[config.mk]
export PLATFORM = sky130hd
export DESIGN_NAME = fetch_top
export DESIGN_NICKNAME = d
export VERILOG_FILES = /design/src/logic/fetch_pkg.sv /design/src/logic/credit_counter.sv /design/src/logic/inst_rom.sv /design/src/logic/fetch_ctrl.sv /design/src/logic/fetch_top.sv
export VERILOG_INCLUDE_DIRS = /design/src /design/src/logic
export SDC_FILE = /design/constraint.sdc
export NUM_CORES = 2
export LEC_CHECK = 0
export BUFFER_PORTS_ARGS = -buffer_cell sky130_fd_sc_hd__buf_4
export CAP_MARGIN = 15
export CORE_MARGIN = 1.5
export CORE_UTILIZATION = 62
export DETAILED_ROUTE_END_ITERATION = 8
export GPL_ROUTABILITY_DRIVEN = 0
export PLACE_DENSITY = 0.84
export SLEW_MARGIN = 10
export SYNTH_ARGS = -nofsm -noshare
export SYNTH_HDL_FRONTEND = slang
export SYNTH_SLANG_ARGS = --single-unit
[constraint.sdc]
create_clock -name clk -period 7.79 [get_ports clk]
set_input_delay 1.558 -clock clk [delete_from_list [all_inputs] [get_ports clk]]
set_output_delay 1.558 -clock clk [all_outputs]
set_load 0.01 [all_outputs]
[src/logic/fetch_macros.svh]
////////////////////
// fetch front end sizes
// widths, queue depth, memory latency, reset pc
////////////////////

`ifndef FETCH_MACROS_SVH
`define FETCH_MACROS_SVH

// pc and fetch address width
`define ADDR_W    64
// one 32-bit instruction per fetch
`define INST_W    32
// reset pc
`define PC_START  64'h0000_0000_0000_0000

// instruction memory geometry, words and word index width
`define ROM_WORDS 64
`define ROM_AW    6
// request to response, in cycles
`define MEM_LAT   2

// decode queue slots, also the initial credit count
`define BUF_DEPTH 4
`define CREDIT_W  3
// two redirects at most per latency window, so 2 bits never alias
`define EPOCH_W   2

`endif

[src/logic/fetch_pkg.sv]
////////////////////
// fetch types
////////////////////

`default_nettype none

package fetch_pkg;

  // controller states
  // FETCH  issuing one request per cycle
  // STALL  out of decode credits
  // FAULT  stopped on a bad address, waits for a redirect
  typedef enum logic [1:0] {
    FETCH = 2'd0,
    STALL = 2'd1,
    FAULT = 2'd2
  } fetch_state_t;

  // memory response code
  typedef enum logic {
    RESP_OKAY   = 1'b0,
    RESP_DECERR = 1'b1
  } mem_resp_t;

endpackage

`default_nettype wire

[src/logic/credit_counter.sv]
////////////////////
// decode queue credits
// one credit per free slot in decode
////////////////////

`timescale 1ns/1ns
`default_nettype none

`include "fetch_macros.svh"

module credit_counter (
  input  logic clk,
  input  logic rst,
  // one per issued request
  input  logic consume,
  // one per dropped response
  input  logic refund,
  // one per instruction decode took
  input  logic credit_return,
  output logic credit_avail
);

  // free slot count
  logic [`CREDIT_W-1:0] credits;
  logic [`CREDIT_W-1:0] credits_next;

  ////////////////////
  // count update
  ////////////////////

  // refund and return can land together, both add
  always_comb begin
    credits_next = credits
                 + `CREDIT_W'(refund)
                 + `CREDIT_W'(credit_return)
                 - `CREDIT_W'(consume);
  end

  always_ff @(posedge clk) begin
    if (rst) begin
      // decode queue starts empty
      credits <= `CREDIT_W'(`BUF_DEPTH);
    end else begin
      credits <= credits_next;
    end
  end

  // issue allowed while any slot is free
  assign credit_avail = (credits != '0);

endmodule

`default_nettype wire

[src/logic/inst_rom.sv]
////////////////////
// instruction memory
// load port for boot, fixed-latency pipelined read
////////////////////

`timescale 1ns/1ns
`default_nettype none

`include "fetch_macros.svh"

module inst_rom
  import fetch_pkg::*;
(
  input  logic                clk,
  input  logic                req_valid,
  input  logic [`ADDR_W-1:0]  req_addr,
  input  logic [`EPOCH_W-1:0] req_epoch,
  input  logic                load_en,
  input  logic [`ROM_AW-1:0]  load_addr,
  input  logic [`INST_W-1:0]  load_data,
  output logic                rsp_valid,
  output logic [`INST_W-1:0]  rsp_data,
  output mem_resp_t           rsp_resp,
  output logic [`EPOCH_W-1:0] rsp_epoch
);

  // word storage
  logic [`INST_W-1:0]  mem [`ROM_WORDS];

  // address decode
  logic [`ROM_AW-1:0]  word_idx;
  logic                in_range;
  logic [`INST_W-1:0]  rd_data;
  mem_resp_t           rd_resp;

  // read pipeline, stage 0 is captured on the request edge
  logic                pipe_valid [`MEM_LAT];
  logic [`INST_W-1:0]  pipe_data  [`MEM_LAT];
  mem_resp_t           pipe_resp  [`MEM_LAT];
  logic [`EPOCH_W-1:0] pipe_epoch [`MEM_LAT];

  ////////////////////
  // boot load
  ////////////////////

  // a write is seen by a request one cycle later
  always_ff @(posedge clk) begin
    if (load_en) begin
      mem[load_addr] <= load_data;
    end
  end

  ////////////////////
  // read
  ////////////////////

  // byte address to word index
  assign word_idx = req_addr[`ROM_AW+1:2];
  assign in_range = (req_addr >> 2) < `ADDR_W'(`ROM_WORDS);

  // outside the array gives zero data and DECERR
  assign rd_data = in_range ? mem[word_idx] : '0;
  assign rd_resp = in_range ? RESP_OKAY : RESP_DECERR;

  // no reset here, idle requests flush the valid bits
  always_ff @(posedge clk) begin
    pipe_valid[0] <= req_valid;
    pipe_data[0]  <= rd_data;
    pipe_resp[0]  <= rd_resp;
    pipe_epoch[0] <= req_epoch;
    for (int i = 1; i < `MEM_LAT; i++) begin
      pipe_valid[i] <= pipe_valid[i-1];
      pipe_data[i]  <= pipe_data[i-1];
      pipe_resp[i]  <= pipe_resp[i-1];
      pipe_epoch[i] <= pipe_epoch[i-1];
    end
  end

  // last stage is the response, MEM_LAT cycles after the request
  assign rsp_valid = pipe_valid[`MEM_LAT-1];
  assign rsp_data  = pipe_data[`MEM_LAT-1];
  assign rsp_resp  = pipe_resp[`MEM_LAT-1];
  assign rsp_epoch = pipe_epoch[`MEM_LAT-1];

endmodule

`default_nettype wire

[src/logic/fetch_ctrl.sv]
////////////////////
// fetch controller
// pc sequencing, epoch filtering of responses, delivery to decode
////////////////////

`timescale 1ns/1ns
`default_nettype none

`include "fetch_macros.svh"

module fetch_ctrl
  import fetch_pkg::*;
(
  input  logic                clk,
  input  logic                rst,
  input  logic                redirect,
  input  logic [`ADDR_W-1:0]  redirect_pc,
  input  logic                credit_avail,
  input  logic                rsp_valid,
  input  logic [`INST_W-1:0]  rsp_data,
  input  mem_resp_t           rsp_resp,
  input  logic [`EPOCH_W-1:0] rsp_epoch,
  output logic                consume,
  output logic                refund,
  output logic                req_valid,
  output logic [`ADDR_W-1:0]  req_addr,
  output logic [`EPOCH_W-1:0] req_epoch,
  output logic                inst_valid,
  output logic [`INST_W-1:0]  inst,
  output logic [`ADDR_W-1:0]  inst_pc,
  output logic [`ADDR_W-1:0]  inst_pred_pc,
  output logic                fetch_fault
);

  fetch_state_t        state;
  fetch_state_t        state_next;
  logic [`ADDR_W-1:0]  pc;
  logic [`EPOCH_W-1:0] epoch;
  logic [`ADDR_W-1:0]  redirect_tgt;
  logic [`ADDR_W-1:0]  issue_addr;
  logic                issue;
  logic                rsp_match;
  logic                deliver;
  logic                fault_hit;
  logic [`ADDR_W-1:0]  rsp_pc;
  // pc of each request in flight, aligned with the memory pipeline
  logic [`ADDR_W-1:0]  pc_pipe [`MEM_LAT];

  ////////////////////
  // issue side
  ////////////////////

  // low two bits of the target dropped
  assign redirect_tgt = {redirect_pc[`ADDR_W-1:2], 2'b00};
  assign issue_addr   = redirect ? redirect_tgt : pc;

  // a redirect restarts issue even from FAULT
  assign issue   = (redirect || state != FAULT) && credit_avail;
  assign consume = issue;

  ////////////////////
  // response side
  ////////////////////

  assign rsp_match = (rsp_epoch == epoch);
  assign rsp_pc    = pc_pipe[`MEM_LAT-1];

  // current stream, good data, not stopped
  assign deliver = rsp_valid && rsp_match && rsp_resp == RESP_OKAY && state != FAULT;

  // bad address on the live stream
  // a redirect in the same cycle makes it old-stream, so no fault
  assign fault_hit = rsp_valid && rsp_match && rsp_resp == RESP_DECERR &&
                     state != FAULT && !redirect;

  // whatever is not delivered gives its slot back
  assign refund = rsp_valid && !deliver;

  assign fetch_fault = (state == FAULT);

  // next state
  always_comb begin
    state_next = state;
    if (redirect) begin
      state_next = credit_avail ? FETCH : STALL;
    end else if (fault_hit) begin
      state_next = FAULT;
    end else if (state != FAULT) begin
      // stall tracks cycles with no credit left
      state_next = credit_avail ? FETCH : STALL;
    end
  end

  // control registers
  always_ff @(posedge clk) begin
    if (rst) begin
      state      <= FETCH;
      pc         <= `PC_START;
      epoch      <= '0;
      req_valid  <= 1'b0;
      inst_valid <= 1'b0;
    end else begin
      state      <= state_next;
      req_valid  <= issue;
      inst_valid <= deliver;
      if (redirect) begin
        epoch <= epoch + 1'b1;
      end
      // pc points at the next word to request
      if (issue) begin
        pc <= issue_addr + `ADDR_W'd4;
      end else if (redirect) begin
        pc <= redirect_tgt;
      end
    end
  end

  // request and delivery payload
  always_ff @(posedge clk) begin
    if (issue) begin
      req_addr  <= issue_addr;
      // new-stream requests carry the advanced epoch
      req_epoch <= redirect ? epoch + 1'b1 : epoch;
    end
    pc_pipe[0] <= req_addr;
    for (int i = 1; i < `MEM_LAT; i++) begin
      pc_pipe[i] <= pc_pipe[i-1];
    end
    if (deliver) begin
      inst         <= rsp_data;
      inst_pc      <= rsp_pc;
      // sequential prediction only
      inst_pred_pc <= rsp_pc + `ADDR_W'd4;
    end
  end

endmodule

`default_nettype wire

[src/logic/fetch_top.sv]
////////////////////
// fetch front end top
////////////////////

`timescale 1ns/1ns
`default_nettype none

`include "fetch_macros.svh"

module fetch_top
  import fetch_pkg::*;
(
  input  logic               clk,
  input  logic               rst,
  // from execute
  input  logic               redirect,
  input  logic [`ADDR_W-1:0] redirect_pc,
  // from decode
  input  logic               credit_return,
  // boot load
  input  logic               load_en,
  input  logic [`ROM_AW-1:0] load_addr,
  input  logic [`INST_W-1:0] load_data,
  // to decode
  output logic               inst_valid,
  output logic [`INST_W-1:0] inst,
  output logic [`ADDR_W-1:0] inst_pc,
  output logic [`ADDR_W-1:0] inst_pred_pc,
  output logic               fetch_fault
);

  // credit handshake
  logic                consume;
  logic                refund;
  logic                credit_avail;

  // request port
  logic                req_valid;
  logic [`ADDR_W-1:0]  req_addr;
  logic [`EPOCH_W-1:0] req_epoch;

  // response port
  logic                rsp_valid;
  logic [`INST_W-1:0]  rsp_data;
  mem_resp_t           rsp_resp;
  logic [`EPOCH_W-1:0] rsp_epoch;

  fetch_ctrl u_ctrl (
    .clk          (clk),
    .rst          (rst),
    .redirect     (redirect),
    .redirect_pc  (redirect_pc),
    .credit_avail (credit_avail),
    .rsp_valid    (rsp_valid),
    .rsp_data     (rsp_data),
    .rsp_resp     (rsp_resp),
    .rsp_epoch    (rsp_epoch),
    .consume      (consume),
    .refund       (refund),
    .req_valid    (req_valid),
    .req_addr     (req_addr),
    .req_epoch    (req_epoch),
    .inst_valid   (inst_valid),
    .inst         (inst),
    .inst_pc      (inst_pc),
    .inst_pred_pc (inst_pred_pc),
    .fetch_fault  (fetch_fault)
  );

  credit_counter u_credit (
    .clk           (clk),
    .rst           (rst),
    .consume       (consume),
    .refund        (refund),
    .credit_return (credit_return),
    .credit_avail  (credit_avail)
  );

  inst_rom u_rom (
    .clk       (clk),
    .req_valid (req_valid),
    .req_addr  (req_addr),
    .req_epoch (req_epoch),
    .load_en   (load_en),
    .load_addr (load_addr),
    .load_data (load_data),
    .rsp_valid (rsp_valid),
    .rsp_data  (rsp_data),
    .rsp_resp  (rsp_resp),
    .rsp_epoch (rsp_epoch)
  );

endmodule

`default_nettype wire

# == After elaboration in Yosys (flattened, before gate mapping) ==
# Memory sizes are Yosys's and may differ from the RTL's. A register that Yosys moved wholly into a read port is not among the register bits.
# Cells that the tools add are included.
# op_classes
n_addsub,6
n_lt_le_gt_ge,1
eq_ne,3
muxes,12
bitwise_logic,1
reduce_logical,13
# ops
operator,n
64-bit by 3-bit adder with 64-bit output (second input constant),2
64-bit 2-to-1 mux,2
62-bit by 7-bit < comparator with 1-bit output (second input constant),1
32-bit 2-to-1 mux,1
1-bit logical AND,8
2-bit 2-to-1 mux,4
3-bit by 1-bit adder with 3-bit output,2
6-bit 2-to-1 mux,1
3-bit nonzero test,2
1-bit 2-to-1 mux,4
3-bit by 1-bit subtractor with 3-bit output,1
2-bit by 1-bit adder with 2-bit output (second input constant),1
2-bit == test,1
2-bit == test (second input constant),1
1-bit zero test,2
2-bit inequality test (second input constant),1
1-bit logical OR,1
1-bit NOT,1
# totals
ff_bits,267
ram_bits,2248
output_inout_bits,162
elab_cells,52
mem_count,6
# memory_table
memory,words,word_bits,rd,rd_clocked_by_memory_dff,wr,line_no,text
u_rom.mem,64,32,1,1,1,inst_rom.sv:28,logic [`INST_W-1:0] mem [`ROM_WORDS];
u_ctrl.pc_pipe,2,64,2,0,2,fetch_ctrl.sv:47,logic [`ADDR_W-1:0] pc_pipe [`MEM_LAT];
u_rom.pipe_data,2,32,2,1,2,inst_rom.sv:38,logic [`INST_W-1:0] pipe_data [`MEM_LAT];
u_rom.pipe_epoch,2,2,2,0,2,inst_rom.sv:40,logic [`EPOCH_W-1:0] pipe_epoch [`MEM_LAT];
u_rom.pipe_resp,2,1,2,0,2,inst_rom.sv:39,mem_resp_t pipe_resp [`MEM_LAT];
u_rom.pipe_valid,2,1,2,0,2,inst_rom.sv:37,logic pipe_valid [`MEM_LAT];

# == Logic depth before layout (Yosys ltp) ==
# An unclocked memory read counts as a cell.
# logic_depth
depth_word,10
mapped_depth,16
depth_no_buf,10

# == Cells and area by module ==
# Synthesis repeated with hierarchy kept, for this count alone.
# hier_totals
hier_cells,4840
hier_area_um2,95848.2
# modules_own_cells
module,n_inst,cells_each,area_each_um2,seq_area_each_um2
inst_rom,1,3658,80263.2,62940.4
fetch_ctrl,1,1167,15408.5,10690.3
credit_counter,1,15,176.4,60.1

# == Least setup slack after synthesis ==
# Ideal clock, no wire load.
# synth_timing
path_type,input to register
from,input redirect
to,register u_credit.credits[2]
setup_time_ps,117
arrival_time_ps,5410
required_ps,7673
setup_slack_ps,2263
cell_stages,14
path_buffers,5
path_cell_list,buf_6 buf_2 buf_4 buf_2 buf_2 o21ai_1 inv_1 ha_1 inv_1 fa_1 fa_1 xnor2_1 xnor2_1 nand2b_1
# synth_via
elab_chain_len,3
# synth_rtl
element,line_no,text
"start, declared",fetch_top.sv:16,"input logic redirect,"
1-bit logical OR,fetch_ctrl.sv:58,assign issue = (redirect || state != FAULT) && credit_avail;
1-bit logical AND,fetch_ctrl.sv:58,
via consume,fetch_top.sv:33,logic consume;
3-bit by 1-bit subtractor with 3-bit output,credit_counter.sv:33,credits_next = credits
"end signal, assigned",credit_counter.sv:42,credits <= `CREDIT_W'(`BUF_DEPTH);
"end signal, assigned",credit_counter.sv:44,credits <= credits_next;
"end, declared",credit_counter.sv:24,logic [`CREDIT_W-1:0] credits;
# The timed path passes the listed nets, and every way through them passes these cells.
# A chain may end at the register's enable or synchronous reset.

# == Final worst setup path ==
# layout_timing
from,input redirect
to,register u_ctrl.pc[55]
# layout_via
elab_chain_len,3
word_cells_on_any_way,5
# layout_rtl
element,line_no,text
64-bit 2-to-1 mux or 1-bit logical OR (tied branches),n/a,
64-bit by 3-bit adder with 64-bit output or 1-bit logical AND (tied branches),"fetch_ctrl.sv:111, fetch_ctrl.sv:58",
64-bit 2-to-1 mux *,fetch_ctrl.sv:110,if (issue) begin
"end signal, assigned",fetch_ctrl.sv:98,pc <= `PC_START;
"end signal, assigned",fetch_ctrl.sv:111,pc <= issue_addr + `ADDR_W'd4;
"end signal, assigned",fetch_ctrl.sv:113,pc <= redirect_tgt;
"end, declared",fetch_ctrl.sv:37,logic [`ADDR_W-1:0] pc;
# Mark *: on every way between the ends. The rest lies on a longest branch, timed or not.

==> reports/results.ini <==
[run_status]
status=complete, no violations

[global_route]
grt_usage=0.3378
grt_pass1_wl_mm=371.9
antenna_found_initial=33
grt.overflow.total=0
grt_start_max_net_pins=122
grt_pass1_vias=51100

[yosys]
ys_top_cells_by_area=edfxtp_1, mux4_2, dfxtp_1
ys_ff_latch=2551
yosys-top-cells-count=edfxtp_1, mux4_2, dfxtp_1
syn_avg_cell_area_um2=21.30
synthesis.nets=4581
synth_edf_count=2272
synth_area_um2=95180
async_reset_ff_frac=0
synth-main-ff-cell=edfxtp_1
yosysTopAreaCell=edfxtp_1
yosys.area.top_type_share=0.7168
synth_most_common_cell=edfxtp_1
syn_inst=4469
synth_cell_types=69
seq_area_frac_synth=0.7755
ys_warn_count=0

[worst_setup_path]
cp.required_ns=8.59
path_max_fanout=96
startpoint=redirect
critPathCaptureType=flip-flop
cp.arrival_ns=5.46
rrSetupSlack_ns=3.82
worstSetupStartpointType=input pin
critPathKind=input pin to flip-flop

[clock_network]
cts.sinks=2551
postCtsHoldBufs=0
cts_buffer_depth=3
cts_root_buf=clkbuf_16
ctsResizeCount=0
cts_made_buffers=230
postCtsSetupBuffers=0
cts.htree.levels=4
cts_tree=done
path_clk_slew_ns=0.07
clk_latency_ns=0.94

[floorplanning]
core.rowCount=143
die_h_um=394.8
io_pins=269
core_um2=152300
die_w_um=394.8
initial_utilization=0.6251
die-area_um2=155900

[cells_and_area]
syn_to_final_growth_pct=13.28
layout.nets=4968
drive_above_1_share=0.2732

[placement]
dp_slack_ns=2.365
dpl.hpwl_mm=129.1
port_buffers=266

[hold_path]
worstHoldStart=u_rom.pipe_resp[0][0]
hp-class=flip-flop to flip-flop

[sta]
worst_slack_ns=3.125
finalSetupViolCount=0
finClkSkew_ns=0.09995
report.final.slew_viol_count=0
fin_crit_ns=4.665
tightest_slew_ns=1.289
finalSetupTns_ns=0
period_share=0.5989
rsz0062_at_grt=false
slew_headroom=0.1397
hold_viol=0
timing.fmax_mhz=214.4

[route]
drc_errors=0
ant_nets=0
vias=51230
dr.pass1.iters=6
wl_mm=261.6
wire_per_inst_um=36.85
avgViaCountPerCell=7.218
drt_iter0_markers=8328

[job]
cap_violations=0

[power]
ir_drop_v=0.0002665
p_leak_nw=34.73
power_density_nw_per_um2=316.2

-- metal layers --
layer	track usage	up-vias	wire, um
li1	-	19230	-
met1	0.4362	25940	85090
met2	0.5344	4985	126300
met3	0.09133	1054	34700
met4	0.1719	30	15330
met5	0	-	209
-- power by group --
part           internal, mW  total, mW  switching, mW  leakage, nW
Clock                  6.23       11.5           5.24         3.68
Combinational          2.95       6.70           3.76         8.08
Sequential             15.5       15.9          0.480         23.0
Total                  24.6       34.1           9.47         34.7
-- cells by family after synthesis --
kind of cell,Yosys count,share of synthesized area
buffers and inverters,247,0.01127
XOR/XNOR,112,0.01031
multiplexers,757,0.1527
AO/OA/AOI/OAI,219,0.01819
adder cells (fa/ha/maj),5,0.0008151
flip-flops,2551,0.7755
AND/OR/NAND/NOR,578,0.03131
-- worst max-delay path: stages --
cell and delay (ns):
buf_4 0.78, buf_4 0.58, nand4_1 0.22, a221oi_1 0.77, nand4_1 0.43, a2111oi_4 0.51
nand4_1 0.17, mux2_1 0.34
-- worst paths after layout --
kind	end	cells after the start
worst max register to register	u_rom.pipe_data[0][2]	5
worst min register to register	u_rom.pipe_resp[0][1]	0
worst max-delay path	u_ctrl.pc[55]	8
worst min-delay path	u_rom.pipe_resp[0][1]	0
-- through the flow --
step	utilization	hold slack, ns	std cells	instance area, um^2	total power, mW
after detailed placement	0.6578	0.3121	6654	100200	22.47
after global placement	0.6578	0.3098	6654	100200	22.27
final	0.7081	0.2499	7098	107800	34.10
after global routing	0.7081	0.2738	7096	107800	34.90
after CTS	0.7080	0.2641	7089	107800	34.02
after floorplan	-	0.3096	4469	95180	20.49
-- layout by cell type (no fill, tap or decap), types with 35 or more instances in the layout --
cell       netlist  routed
buf_4            5     357
nand2_1         79      79
xnor2_1         86      86
clkinv_2         0      40
nand3_1         84      84
clkbuf_1        91      59
clkinv_1         0      46
mux2_2          44      44
edfxtp_1      2272    2272
nor2_1         178     113
mux4_2         551     551
mux2i_1        159     159
nor2b_1         54      54
dfxtp_1        279     274
nor2_4           0      63
a22oi_1         35      35
nand4_1         42      42
a211oi_1        36      36
clkbuf_16        0     231
-- layout make-up --
cell class | count | area, um^2
Clock buffer | 305 | 6208
Clock inverter | 130 | 1433
Antenna cell | 9 | 22.52
Multi-Input combinational cell | 1671 | 20790
Sequential cell | 2551 | 73820
Fill cell | 8031 | 44440
Inverter | 36 | 141.4
Timing Repair Buffer | 366 | 2860
Tap cell | 2030 | 2540
-- sequential cells by signal, summed over array words and instances (netlist names), 3 cells and up, named ones only --
name	count
u_ctrl.pc_pipe	128
u_credit.credits	3
u_ctrl.inst_pred_pc	64
u_rom.pipe_data	64
u_ctrl.pc	64
u_rom.mem	2048
u_ctrl.inst_pc	62
u_ctrl.req_addr	64
u_rom.pipe_epoch	4
u_ctrl.inst	32
Power figures use the tool's default switching activity.
